--- src/rtl/dsp_pkg.sv ---
// ----------------------------------------------------------
// port widths and post-adder modes of the multiply slice model
// only the features used by the 35x35 chain are described
// ----------------------------------------------------------
package dsp_pkg;

   // slice port widths
   localparam int A_W = 25;          // A operand, signed
   localparam int B_W = 18;          // B operand and B cascade
   localparam int M_W = A_W + B_W;   // registered multiplier product, 43 bits
   localparam int P_W = 48;          // result and product cascade

   // down-shift of the incoming product cascade
   localparam int CASC_SHIFT = 17;

   // slice A operand
   typedef logic [A_W-1:0] dsp_a_t;

   // slice B operand, also the B cascade tap
   typedef logic [B_W-1:0] dsp_b_t;

   // slice result, also the product cascade
   typedef logic [P_W-1:0] dsp_p_t;

   // source of the second post-adder input
   typedef enum logic [1:0] {
      add_none          = 2'd0,  // multiplier only
      add_cascade       = 2'd1,  // multiplier plus cascade
      add_cascade_shift = 2'd2   // multiplier plus cascade >> CASC_SHIFT
   } post_add_t;

endpackage

--- src/rtl/mult_pkg.sv ---
// ----------------------------------------------------------
// widths and latency of the unsigned 35x35 multiplier
// operands are unsigned, the product keeps all 70 bits
// ----------------------------------------------------------
package mult_pkg;

   // operand split into a 17-bit low limb and an 18-bit high limb
   localparam int OPERAND_W = 35;
   localparam int LIMB_LO_W = 17;                     // also the field width of the cascade shift
   localparam int LIMB_HI_W = OPERAND_W - LIMB_LO_W;  // 18, fits the slice B port
   localparam int PRODUCT_W = 2 * OPERAND_W;          // full width, no truncation

   // edges from operand sample to product out
   localparam int PIPE_LATENCY = 6;

   // one multiplier operand
   typedef logic [OPERAND_W-1:0] operand_t;

   // low limb, bits 16..0 of an operand
   typedef logic [LIMB_LO_W-1:0] limb_lo_t;

   // high limb, bits 34..17 of an operand
   typedef logic [LIMB_HI_W-1:0] limb_hi_t;

   // full product
   typedef logic [PRODUCT_W-1:0] product_t;

endpackage

--- src/rtl/delay_line.sv ---
// ----------------------------------------------------------
// shift register of depth stages, all cleared by RST
// depth must be 1 or more
// ----------------------------------------------------------
module delay_line #(
   parameter int depth = 1,  // number of register stages
   parameter int width = 1   // bits per stage
) (
   input  logic             CLK,
   input  logic             RST,
   input  logic [width-1:0] d,
   output logic [width-1:0] q
);

   // stage[0] takes d, stage[depth-1] drives q
   logic [width-1:0] stage [depth];

   always_ff @(posedge CLK or posedge RST)
   begin
      if (RST)
      begin
         for (int i = 0; i < depth; i++)
         begin
            stage[i] <= '0;            // flush whatever was in flight
         end
      end
      else
      begin
         stage[0] <= d;
         for (int i = 1; i < depth; i++)
         begin
            stage[i] <= stage[i-1];    // move one stage per edge
         end
      end
   end

   // last stage is the output, depth edges after d
   assign q = stage[depth-1];

endmodule

--- src/rtl/mult35_pipe.sv ---
// ----------------------------------------------------------
// unsigned 35x35 -> 70 multiplier, one pair per cycle, 6 cycles
// no ready and no stall, in_valid only marks the result
// ----------------------------------------------------------
module mult35_pipe (
   input  logic               CLK,
   input  logic               RST,
   input  mult_pkg::operand_t a,
   input  mult_pkg::operand_t b,
   input  logic               in_valid,
   output mult_pkg::product_t prod,
   output logic               out_valid
);

   // operand limbs
   mult_pkg::limb_lo_t a_lo;
   mult_pkg::limb_hi_t a_hi;
   mult_pkg::limb_lo_t b_lo;
   mult_pkg::limb_hi_t b_hi;

   // limbs skewed for the later slices
   mult_pkg::limb_lo_t a_lo_d1;   // slice 3 A
   mult_pkg::limb_hi_t b_hi_d1;   // slice 3 B
   mult_pkg::limb_hi_t a_hi_d2;   // slice 4 A

   // slice results and cascades
   dsp_pkg::dsp_p_t p_1;          // only bits 16..0 are taken
   dsp_pkg::dsp_p_t p_3;          // only bits 16..0 are taken
   dsp_pkg::dsp_p_t p_4;          // only bits 35..0 are taken
   dsp_pkg::dsp_p_t p_casc_1;
   dsp_pkg::dsp_p_t p_casc_2;
   dsp_pkg::dsp_p_t p_casc_3;
   dsp_pkg::dsp_b_t b_casc_1;     // b_lo after one register
   dsp_pkg::dsp_b_t b_casc_3;     // b_hi after skew and one register

   // product fields aligned to edge 6
   mult_pkg::limb_lo_t field_lo;  // prod[16:0]
   mult_pkg::limb_lo_t field_mid; // prod[33:17]

   assign a_lo = a[mult_pkg::LIMB_LO_W-1:0];
   assign a_hi = a[mult_pkg::OPERAND_W-1:mult_pkg::LIMB_LO_W];
   assign b_lo = b[mult_pkg::LIMB_LO_W-1:0];
   assign b_hi = b[mult_pkg::OPERAND_W-1:mult_pkg::LIMB_LO_W];

   // slice 1, a_lo * b_lo, result after edge 3
   mult_slice #(
      .a_regs    (1),
      .b_regs    (1),
      .post_mode (dsp_pkg::add_none)
   ) slice_1 (
      .CLK       (CLK),
      .RST       (RST),
      .a         (dsp_pkg::dsp_a_t'(a_lo)),   // unsigned casts zero-extend
      .b         (dsp_pkg::dsp_b_t'(b_lo)),
      .p_casc_in ('0),
      .p         (p_1),
      .p_casc    (p_casc_1),
      .b_casc    (b_casc_1)
   );

   // slice 2, a_hi * b_lo + (p_1 >> 17), result after edge 4
   mult_slice #(
      .a_regs    (2),
      .b_regs    (1),                          // b already has one register in slice 1
      .post_mode (dsp_pkg::add_cascade_shift)
   ) slice_2 (
      .CLK       (CLK),
      .RST       (RST),
      .a         (dsp_pkg::dsp_a_t'(a_hi)),
      .b         (b_casc_1),
      .p_casc_in (p_casc_1),
      .p         (),                           // only the cascade is needed
      .p_casc    (p_casc_2),
      .b_casc    ()
   );

   // slice 3 inputs, one cycle late
   delay_line #(
      .depth (1),
      .width (mult_pkg::LIMB_LO_W)
   ) skew_a_3 (
      .CLK (CLK),
      .RST (RST),
      .d   (a_lo),
      .q   (a_lo_d1)
   );

   delay_line #(
      .depth (1),
      .width (mult_pkg::LIMB_HI_W)
   ) skew_b_3 (
      .CLK (CLK),
      .RST (RST),
      .d   (b_hi),
      .q   (b_hi_d1)
   );

   // slice 3, a_lo * b_hi + p_2, result after edge 5
   mult_slice #(
      .a_regs    (2),
      .b_regs    (2),
      .post_mode (dsp_pkg::add_cascade)
   ) slice_3 (
      .CLK       (CLK),
      .RST       (RST),
      .a         (dsp_pkg::dsp_a_t'(a_lo_d1)),
      .b         (dsp_pkg::dsp_b_t'(b_hi_d1)),  // 18 bits, no extension needed
      .p_casc_in (p_casc_2),
      .p         (p_3),
      .p_casc    (p_casc_3),
      .b_casc    (b_casc_3)
   );

   // slice 4 A, two cycles late
   delay_line #(
      .depth (2),
      .width (mult_pkg::LIMB_HI_W)
   ) skew_a_4 (
      .CLK (CLK),
      .RST (RST),
      .d   (a_hi),
      .q   (a_hi_d2)
   );

   // slice 4, a_hi * b_hi + (p_3 >> 17), result after edge 6
   mult_slice #(
      .a_regs    (2),
      .b_regs    (2),
      .post_mode (dsp_pkg::add_cascade_shift)
   ) slice_4 (
      .CLK       (CLK),
      .RST       (RST),
      .a         (dsp_pkg::dsp_a_t'(a_hi_d2)),
      .b         (b_casc_3),
      .p_casc_in (p_casc_3),
      .p         (p_4),
      .p_casc    (),                           // end of chain
      .b_casc    ()
   );

   // low field, edge 3 -> edge 6
   delay_line #(
      .depth (3),
      .width (mult_pkg::LIMB_LO_W)
   ) align_lo (
      .CLK (CLK),
      .RST (RST),
      .d   (p_1[mult_pkg::LIMB_LO_W-1:0]),
      .q   (field_lo)
   );

   // middle field, edge 5 -> edge 6
   delay_line #(
      .depth (1),
      .width (mult_pkg::LIMB_LO_W)
   ) align_mid (
      .CLK (CLK),
      .RST (RST),
      .d   (p_3[mult_pkg::LIMB_LO_W-1:0]),
      .q   (field_mid)
   );

   // valid follows the data through the whole pipe
   delay_line #(
      .depth (mult_pkg::PIPE_LATENCY),
      .width (1)
   ) valid_line (
      .CLK (CLK),
      .RST (RST),
      .d   (in_valid),
      .q   (out_valid)
   );

   // p_4 carries bits 69..34, its upper 12 bits are always zero
   assign prod = {p_4[mult_pkg::PRODUCT_W-2*mult_pkg::LIMB_LO_W-1:0], field_mid, field_lo};

endmodule

--- src/rtl/mult_slice.sv ---
// ----------------------------------------------------------
// behavioral multiply-add slice, A/B depth 1 or 2, M and P regs
// A is signed 25 bit, B is taken as an unsigned 18-bit limb
// ----------------------------------------------------------
module mult_slice #(
   parameter int                 a_regs    = 1,                 // A register depth, 1 or 2
   parameter int                 b_regs    = 1,                 // B register depth, 1 or 2
   parameter dsp_pkg::post_add_t post_mode = dsp_pkg::add_none  // second adder input
) (
   input  logic            CLK,
   input  logic            RST,
   input  dsp_pkg::dsp_a_t a,          // zero-extended limb
   input  dsp_pkg::dsp_b_t b,          // limb or B cascade of the previous slice
   input  dsp_pkg::dsp_p_t p_casc_in,  // product cascade of the previous slice
   output dsp_pkg::dsp_p_t p,
   output dsp_pkg::dsp_p_t p_casc,
   output dsp_pkg::dsp_b_t b_casc
);

   // input registers, first and second stage
   dsp_pkg::dsp_a_t a_r1;
   dsp_pkg::dsp_a_t a_r2;
   dsp_pkg::dsp_b_t b_r1;
   dsp_pkg::dsp_b_t b_r2;

   // operands seen by the multiplier
   dsp_pkg::dsp_a_t a_q;
   dsp_pkg::dsp_b_t b_q;

   // multiplier product and its register
   logic signed [dsp_pkg::M_W-1:0] m_prod;
   logic signed [dsp_pkg::M_W-1:0] m_r;

   // post-adder terms
   dsp_pkg::dsp_p_t m_ext;      // m_r sign-extended to P width
   dsp_pkg::dsp_p_t casc_term;  // cascade term picked by post_mode
   dsp_pkg::dsp_p_t p_sum;      // adder output before the P register
   dsp_pkg::dsp_p_t p_r;        // P register

   always_ff @(posedge CLK or posedge RST)
   begin
      if (RST)
      begin
         a_r1 <= '0;
         a_r2 <= '0;
         b_r1 <= '0;
         b_r2 <= '0;
      end
      else
      begin
         a_r1 <= a;
         a_r2 <= a_r1;   // only looked at when a_regs is 2
         b_r1 <= b;
         b_r2 <= b_r1;   // only looked at when b_regs is 2
      end
   end

   // pick the configured depth
   assign a_q = (a_regs == 2) ? a_r2 : a_r1;
   assign b_q = (b_regs == 2) ? b_r2 : b_r1;

   // B gets a zero sign bit so an 18-bit high limb stays positive,
   // A is zero-extended by the caller so its sign bit is never set
   assign m_prod = $signed(a_q) * $signed({1'b0, b_q});

   always_ff @(posedge CLK or posedge RST)
   begin
      if (RST)
      begin
         m_r <= '0;
      end
      else
      begin
         m_r <= m_prod;   // multiplier pipeline stage
      end
   end

   // sign-extend 43 -> 48
   assign m_ext = {{(dsp_pkg::P_W - dsp_pkg::M_W){m_r[dsp_pkg::M_W-1]}}, m_r};

   always_comb
   begin
      case (post_mode)
         dsp_pkg::add_none:
         begin
            casc_term = '0;            // first slice of a chain
         end
         dsp_pkg::add_cascade:
         begin
            casc_term = p_casc_in;     // same weight as this product
         end
         dsp_pkg::add_cascade_shift:
         begin
            // previous sum moved down one limb, arithmetic shift as in the primitive
            casc_term = dsp_pkg::dsp_p_t'($signed(p_casc_in) >>> dsp_pkg::CASC_SHIFT);
         end
         default:
         begin
            casc_term = '0;
         end
      endcase
   end

   assign p_sum = m_ext + casc_term;   // wraps at 48 bits like the hardware

   always_ff @(posedge CLK or posedge RST)
   begin
      if (RST)
      begin
         p_r <= '0;
      end
      else
      begin
         p_r <= p_sum;
      end
   end

   assign p      = p_r;
   assign p_casc = p_r;    // dedicated cascade copy of P
   assign b_casc = b_r1;   // tap after the first B register

endmodule
--- config.mk ---
export PLATFORM = sky130hd
export DESIGN_NAME = mult35_pipe
export DESIGN_NICKNAME = d
export VERILOG_FILES = /design/src/rtl/dsp_pkg.sv /design/src/rtl/mult_pkg.sv /design/src/rtl/delay_line.sv /design/src/rtl/mult35_pipe.sv /design/src/rtl/mult_slice.sv
export SDC_FILE = /design/constraint.sdc
export NUM_CORES = 2
export LEC_CHECK = 0
export ABC_AREA = 0
export BUFFER_PORTS_ARGS = -buffer_cell sky130_fd_sc_hd__buf_2
export CAP_MARGIN = 10
export CELL_PAD_IN_SITES_DETAIL_PLACEMENT = 1
export CELL_PAD_IN_SITES_GLOBAL_PLACEMENT = 1
export CORE_ASPECT_RATIO = 1.1
export CORE_UTILIZATION = 40
export CTS_CLUSTER_DIAMETER = 120
export DETAILED_ROUTE_END_ITERATION = 6
export PLACE_DENSITY_LB_ADDON = 0.1
export SLEW_MARGIN = 20
export SYNTH_ARGS = -nofsm -noshare
export SYNTH_HDL_FRONTEND = slang
export SYNTH_SLANG_ARGS = --single-unit
export TNS_END_PERCENT = 5
--- constraint.sdc ---
create_clock -name CLK -period 18.6 [get_ports CLK]
set_input_delay 2.79 -clock CLK [delete_from_list [all_inputs] [get_ports CLK]]
set_output_delay 2.79 -clock CLK [all_outputs]
set_load 0.1 [all_outputs]
==> out/qor_table.md <==
| Parameter | This run |
| --- | --- |
| Largest delay share family, worst path | adder cells |
| Final Hold Violating Endpoints | 0 |
| Post-detailed-route via-to-cell ratio | 4.978 |
| Detail Route Antenna Nets | 0 |
| Initial core utilization | 40.52% |
| Final number of setup-violating endpoints | 0 |
| Register cell area after layout | 14660 um^2 |
| Final worst path period share | 36.79% |
| Top cell type by total area after synthesis | sky130_fd_sc_hd__fa_1 |
| Weighted congestion at the end of routability-driven global placement | 0.8486 |
| Post-Route Skew | 0.05781 ns |
| Post-synth top area share | 32.81% |
| Vias | 38860 |
| TritonCTS Sinks | 586 |
| Post-CTS setup repair buffer count | 0 |
| Ys Warns | 0 |
| Kind of capture point of the worst setup path | flip-flop |
| Run status | completed |
| Area of the multi-input gates | 38640 um^2 |
| Cell depth of the worst setup path | 22 |
| Clk buf depth | 3 |
| # hold bufs at CTS | 0 |
| Initial DRT Pass Iterations | 5 |
| Worst hold path startpoint | slice_3.a_r1[8]$_DFF_PP0_ |
| Count of state elements after synthesis | 586 |
| Number of synthesized flops with an enable pin | 0 |
| Die area | 148100 um^2 |
| Pin count of the biggest net entering global routing | 82 |
| Number of H-tree levels | 3 |
| Number of clock buffers inserted by TritonCTS | 74 |
| Summed negative setup slack over all endpoints | 0 ns |
| Layout fillers | 16130 |
| DR iter-0 viols | 1676 |
| Overflow left after global routing | 0 |
| Achievable Freq | 146.1 MHz |
| Post-detailed-route wirelength per cell | 20.49 um |
| Ys flop type | sky130_fd_sc_hd__dfrtp_1 |
| Overall routed net length | 159900 um |
| Clock tree root driver cell | sky130_fd_sc_hd__clkbuf_16 |
| Highest fanout seen on the critical path | 18 |
| Core area | 144700 um^2 |
| Required time of the critical path | 19.20 ns |
| Startpoint types | flip-flop |
| Commonest cells in the netlist | sky130_fd_sc_hd__inv_1 (1186), sky130_fd_sc_hd__fa_1 (961), sky130_fd_sc_hd__nand2_1 (774) |
| Critical setup path kind | reg2reg |
| Arrival time of the worst setup path | 7.44 ns |
| Number of global-route vias before repair | 44640 |
| Half-perimeter wire length after detailed placement | 126800 um |
| CTS tree | built |
| Std cell rows | 146 |
| Remaining design rule violation count | 0 |
| Yosys cell types | 84 |
| CTS-repair resized insts | 0 |
| Classification of the worst-slack hold path | reg2reg |
| Buffers plus inverters on the worst setup path | 5 |
| Chip height | 403.5 um |
| Clk Latency, worst-skew pair | 0.72 ns |
| Crit path max-delay cell type | sky130_fd_sc_hd__dfrtp_1 |
| Most common cell in the synthesized netlist | sky130_fd_sc_hd__inv_1 |
| Post-Synthesis Mean Instance Area | 10.17 um^2 |
| Syn Nets | 7307 |
| Hold path depth | 0 |
| Worst rel slew slack | 29.80% |
| Number of I/O port buffers | 143 |
| Crit Reg-Reg Startpoint | slice_1.a_q[7]$_DFF_PP0_ |
| Clock period minus worst slack | 6.843 ns |
| Initial antenna violation count | 5 |
| Clock-pin slew of the registers on the worst-case setup and hold paths | 0.06 ns |
| Overall die width | 367.0 um |
| Most frequent cell on the critical path | sky130_fd_sc_hd__fa_1 |
| Number of primary I/O pins | 144 |
| FFs w/ async S/R, synth | 100.0% |
| Area contributors post-synth | sky130_fd_sc_hd__fa_1 (33%), sky130_fd_sc_hd__dfrtp_1 (25%), sky130_fd_sc_hd__ha_1 (11%) |
| Share of layout cells above drive strength 1 | 5.888% |
| First-pass GRT wire length | 254800 um |
| Pins over their slew limit | 0 |
| Synth-to-Final Area Change | 8.901% |
| Launching element of the worst setup path | slice_1.a_q[7]$_DFF_PP0_ |
| Worst Max-Slew Pin Slew | 1.053 ns |
| List of cells traversed by the critical path | nand2_1 -> fa_1 -> inv_1 -> fa_1 -> inv_1 -> fa_1 -> inv_1 -> fa_1 -> fa_1 -> inv_1 -> fa_1 -> inv_1 -> ha_1 -> nand3_1 -> o21ai_0 -> a211oi_1 -> o21ai_1 -> a211o_1 -> a41oi_2 -> o21ai_0 -> a21oi_1 -> xnor2_1 |
| Delay of the slowest critical-path stage | 0.99 ns |
| Post-synthesis instance area | 58630 um^2 |
| Post-synthesis cell count | 5765 |
| Part of the Yosys area used for sequential elements | 25.01% |
| Maxcap violations | 0 |
| Number of nets in the finished design | 7361 |
| FF-to-FF path depth | 22 |
| Setup repair after global routing missed its margin | no |
| Total GRT Usage | 22.34% |
==> metrics by stage <==
stage          setup WS, ns  util [%]  std cells  instance area (um^2)  hold WS [ns]
2_1_floorplan         7.823         -       5765                 58630        0.3312
3_5_place_dp          11.73     42.29       7667                 61190        0.3355
4_1_cts               11.72     44.12       7800                 63830        0.3233
6_report              11.76     44.13       7806                 63850        0.3302
5_1_grt               11.31     44.12       7801                 63840        0.3378
3_3_place_gp          11.83     42.29       7667                 61190        0.3316
==> final cells by class <==
type                            count  area share (%)
Antenna cell                        6         0.02352
Clock buffer                       91           3.206
Clock inverter                     42          0.9328
Inverter                         1186           6.978
Multi-Input combinational cell   3788           60.53
Sequential cell                   586           22.97
Tap cell                         1924           3.770
Timing Repair Buffer              183           1.597
==> registers in the layout (all words and copies together), names as in the netlist, 35 cells and up <==
| name | cells |
|---|---|
| slice_3.p | 37 |
| slice_2.p | 36 |
| slice_4.p | 36 |
| slice_4.m_r | 36 |
| slice_3.m_r | 35 |
| slice_2.m_r | 35 |
==> worst register-to-register path: stages (launching register included) <==
cell and delay, ns:
sky130_fd_sc_hd__dfrtp_1 0.99, sky130_fd_sc_hd__nand2_1 0.20, sky130_fd_sc_hd__fa_1 0.59, sky130_fd_sc_hd__inv_1 0.07
sky130_fd_sc_hd__fa_1 0.51, sky130_fd_sc_hd__inv_1 0.06, sky130_fd_sc_hd__fa_1 0.55, sky130_fd_sc_hd__inv_1 0.06
sky130_fd_sc_hd__fa_1 0.48, sky130_fd_sc_hd__fa_1 0.51, sky130_fd_sc_hd__inv_1 0.06, sky130_fd_sc_hd__fa_1 0.48
sky130_fd_sc_hd__inv_1 0.05, sky130_fd_sc_hd__ha_1 0.36, sky130_fd_sc_hd__nand3_1 0.14, sky130_fd_sc_hd__o21ai_0 0.09
sky130_fd_sc_hd__a211oi_1 0.23, sky130_fd_sc_hd__o21ai_1 0.18, sky130_fd_sc_hd__a211o_1 0.36, sky130_fd_sc_hd__a41oi_2 0.33
sky130_fd_sc_hd__o21ai_0 0.13, sky130_fd_sc_hd__a21oi_1 0.21, sky130_fd_sc_hd__xnor2_1 0.15
==> routing by layer <==
layer	vias up	part of all wire, %	track usage, %
met5	-	0.017	0
met4	4	3.1	7.420
met3	180	2.6	2.188
met2	509	54	41.77
met1	20660	41	26.62
li1	17510	-	-
==> path summary, 6_finish.rpt <==
| kind | end | slack, ns |
|---|---|---|
| setup / recovery | slice_1.m_r[30]$_DFF_PP0_ | 11.76 |
| hold reg to reg | slice_3.a_q[8]$_DFF_PP0_ | 0.33 |
| min in group asynchronous | valid_line.stage[4]$_DFF_PP0_ | 2.11 |
| max in group asynchronous | slice_3.a_r1[5]$_DFF_PP0_ | 13.72 |
| hold / removal | slice_3.a_q[8]$_DFF_PP0_ | 0.33 |
| setup reg to reg | slice_1.m_r[30]$_DFF_PP0_ | 11.76 |
==> cells by family after synthesis <==
kind of cell / after synthesis / share of synthesized area [%]
fa+ha+maj: 1469 / 43.65
simple gates: 1589 / 13.18
compound gates: 518 / 5.909
buf+inv: 1391 / 9.076
flops: 586 / 25.01
xor+xnor: 212 / 3.167
==> placed cells by master, fill, tap and decap left out, types with 11 or more instances in the layout <==
cell / Yosys / final
sky130_fd_sc_hd__a211oi_1: 16 / 16
sky130_fd_sc_hd__a21o_1: 83 / 83
sky130_fd_sc_hd__a21oi_1: 153 / 153
sky130_fd_sc_hd__a31oi_1: 24 / 24
sky130_fd_sc_hd__and2_1: 541 / 541
sky130_fd_sc_hd__and3_1: 20 / 20
sky130_fd_sc_hd__buf_2: 0 / 143
sky130_fd_sc_hd__buf_4: 17 / 39
sky130_fd_sc_hd__clkbuf_16: 0 / 75
sky130_fd_sc_hd__clkbuf_8: 2 / 11
sky130_fd_sc_hd__dfrtp_1: 586 / 586
sky130_fd_sc_hd__fa_1: 961 / 961
sky130_fd_sc_hd__ha_1: 508 / 508
sky130_fd_sc_hd__inv_1: 1186 / 1185
sky130_fd_sc_hd__nand2_1: 774 / 774
sky130_fd_sc_hd__nand2b_1: 22 / 22
sky130_fd_sc_hd__nand3_1: 35 / 35
sky130_fd_sc_hd__nand4_1: 22 / 22
sky130_fd_sc_hd__nor2_1: 98 / 98
sky130_fd_sc_hd__nor2b_1: 23 / 23
sky130_fd_sc_hd__nor3_1: 22 / 22
sky130_fd_sc_hd__o211ai_1: 21 / 21
sky130_fd_sc_hd__o21a_1: 32 / 32
sky130_fd_sc_hd__o21ai_0: 79 / 79
sky130_fd_sc_hd__o21bai_1: 28 / 28
sky130_fd_sc_hd__xnor2_1: 148 / 148
sky130_fd_sc_hd__xor2_1: 64 / 64
Power is left out: the tool's default activity adds up to more than one toggle a clock period on the data nets, which glitch-free logic cannot reach.
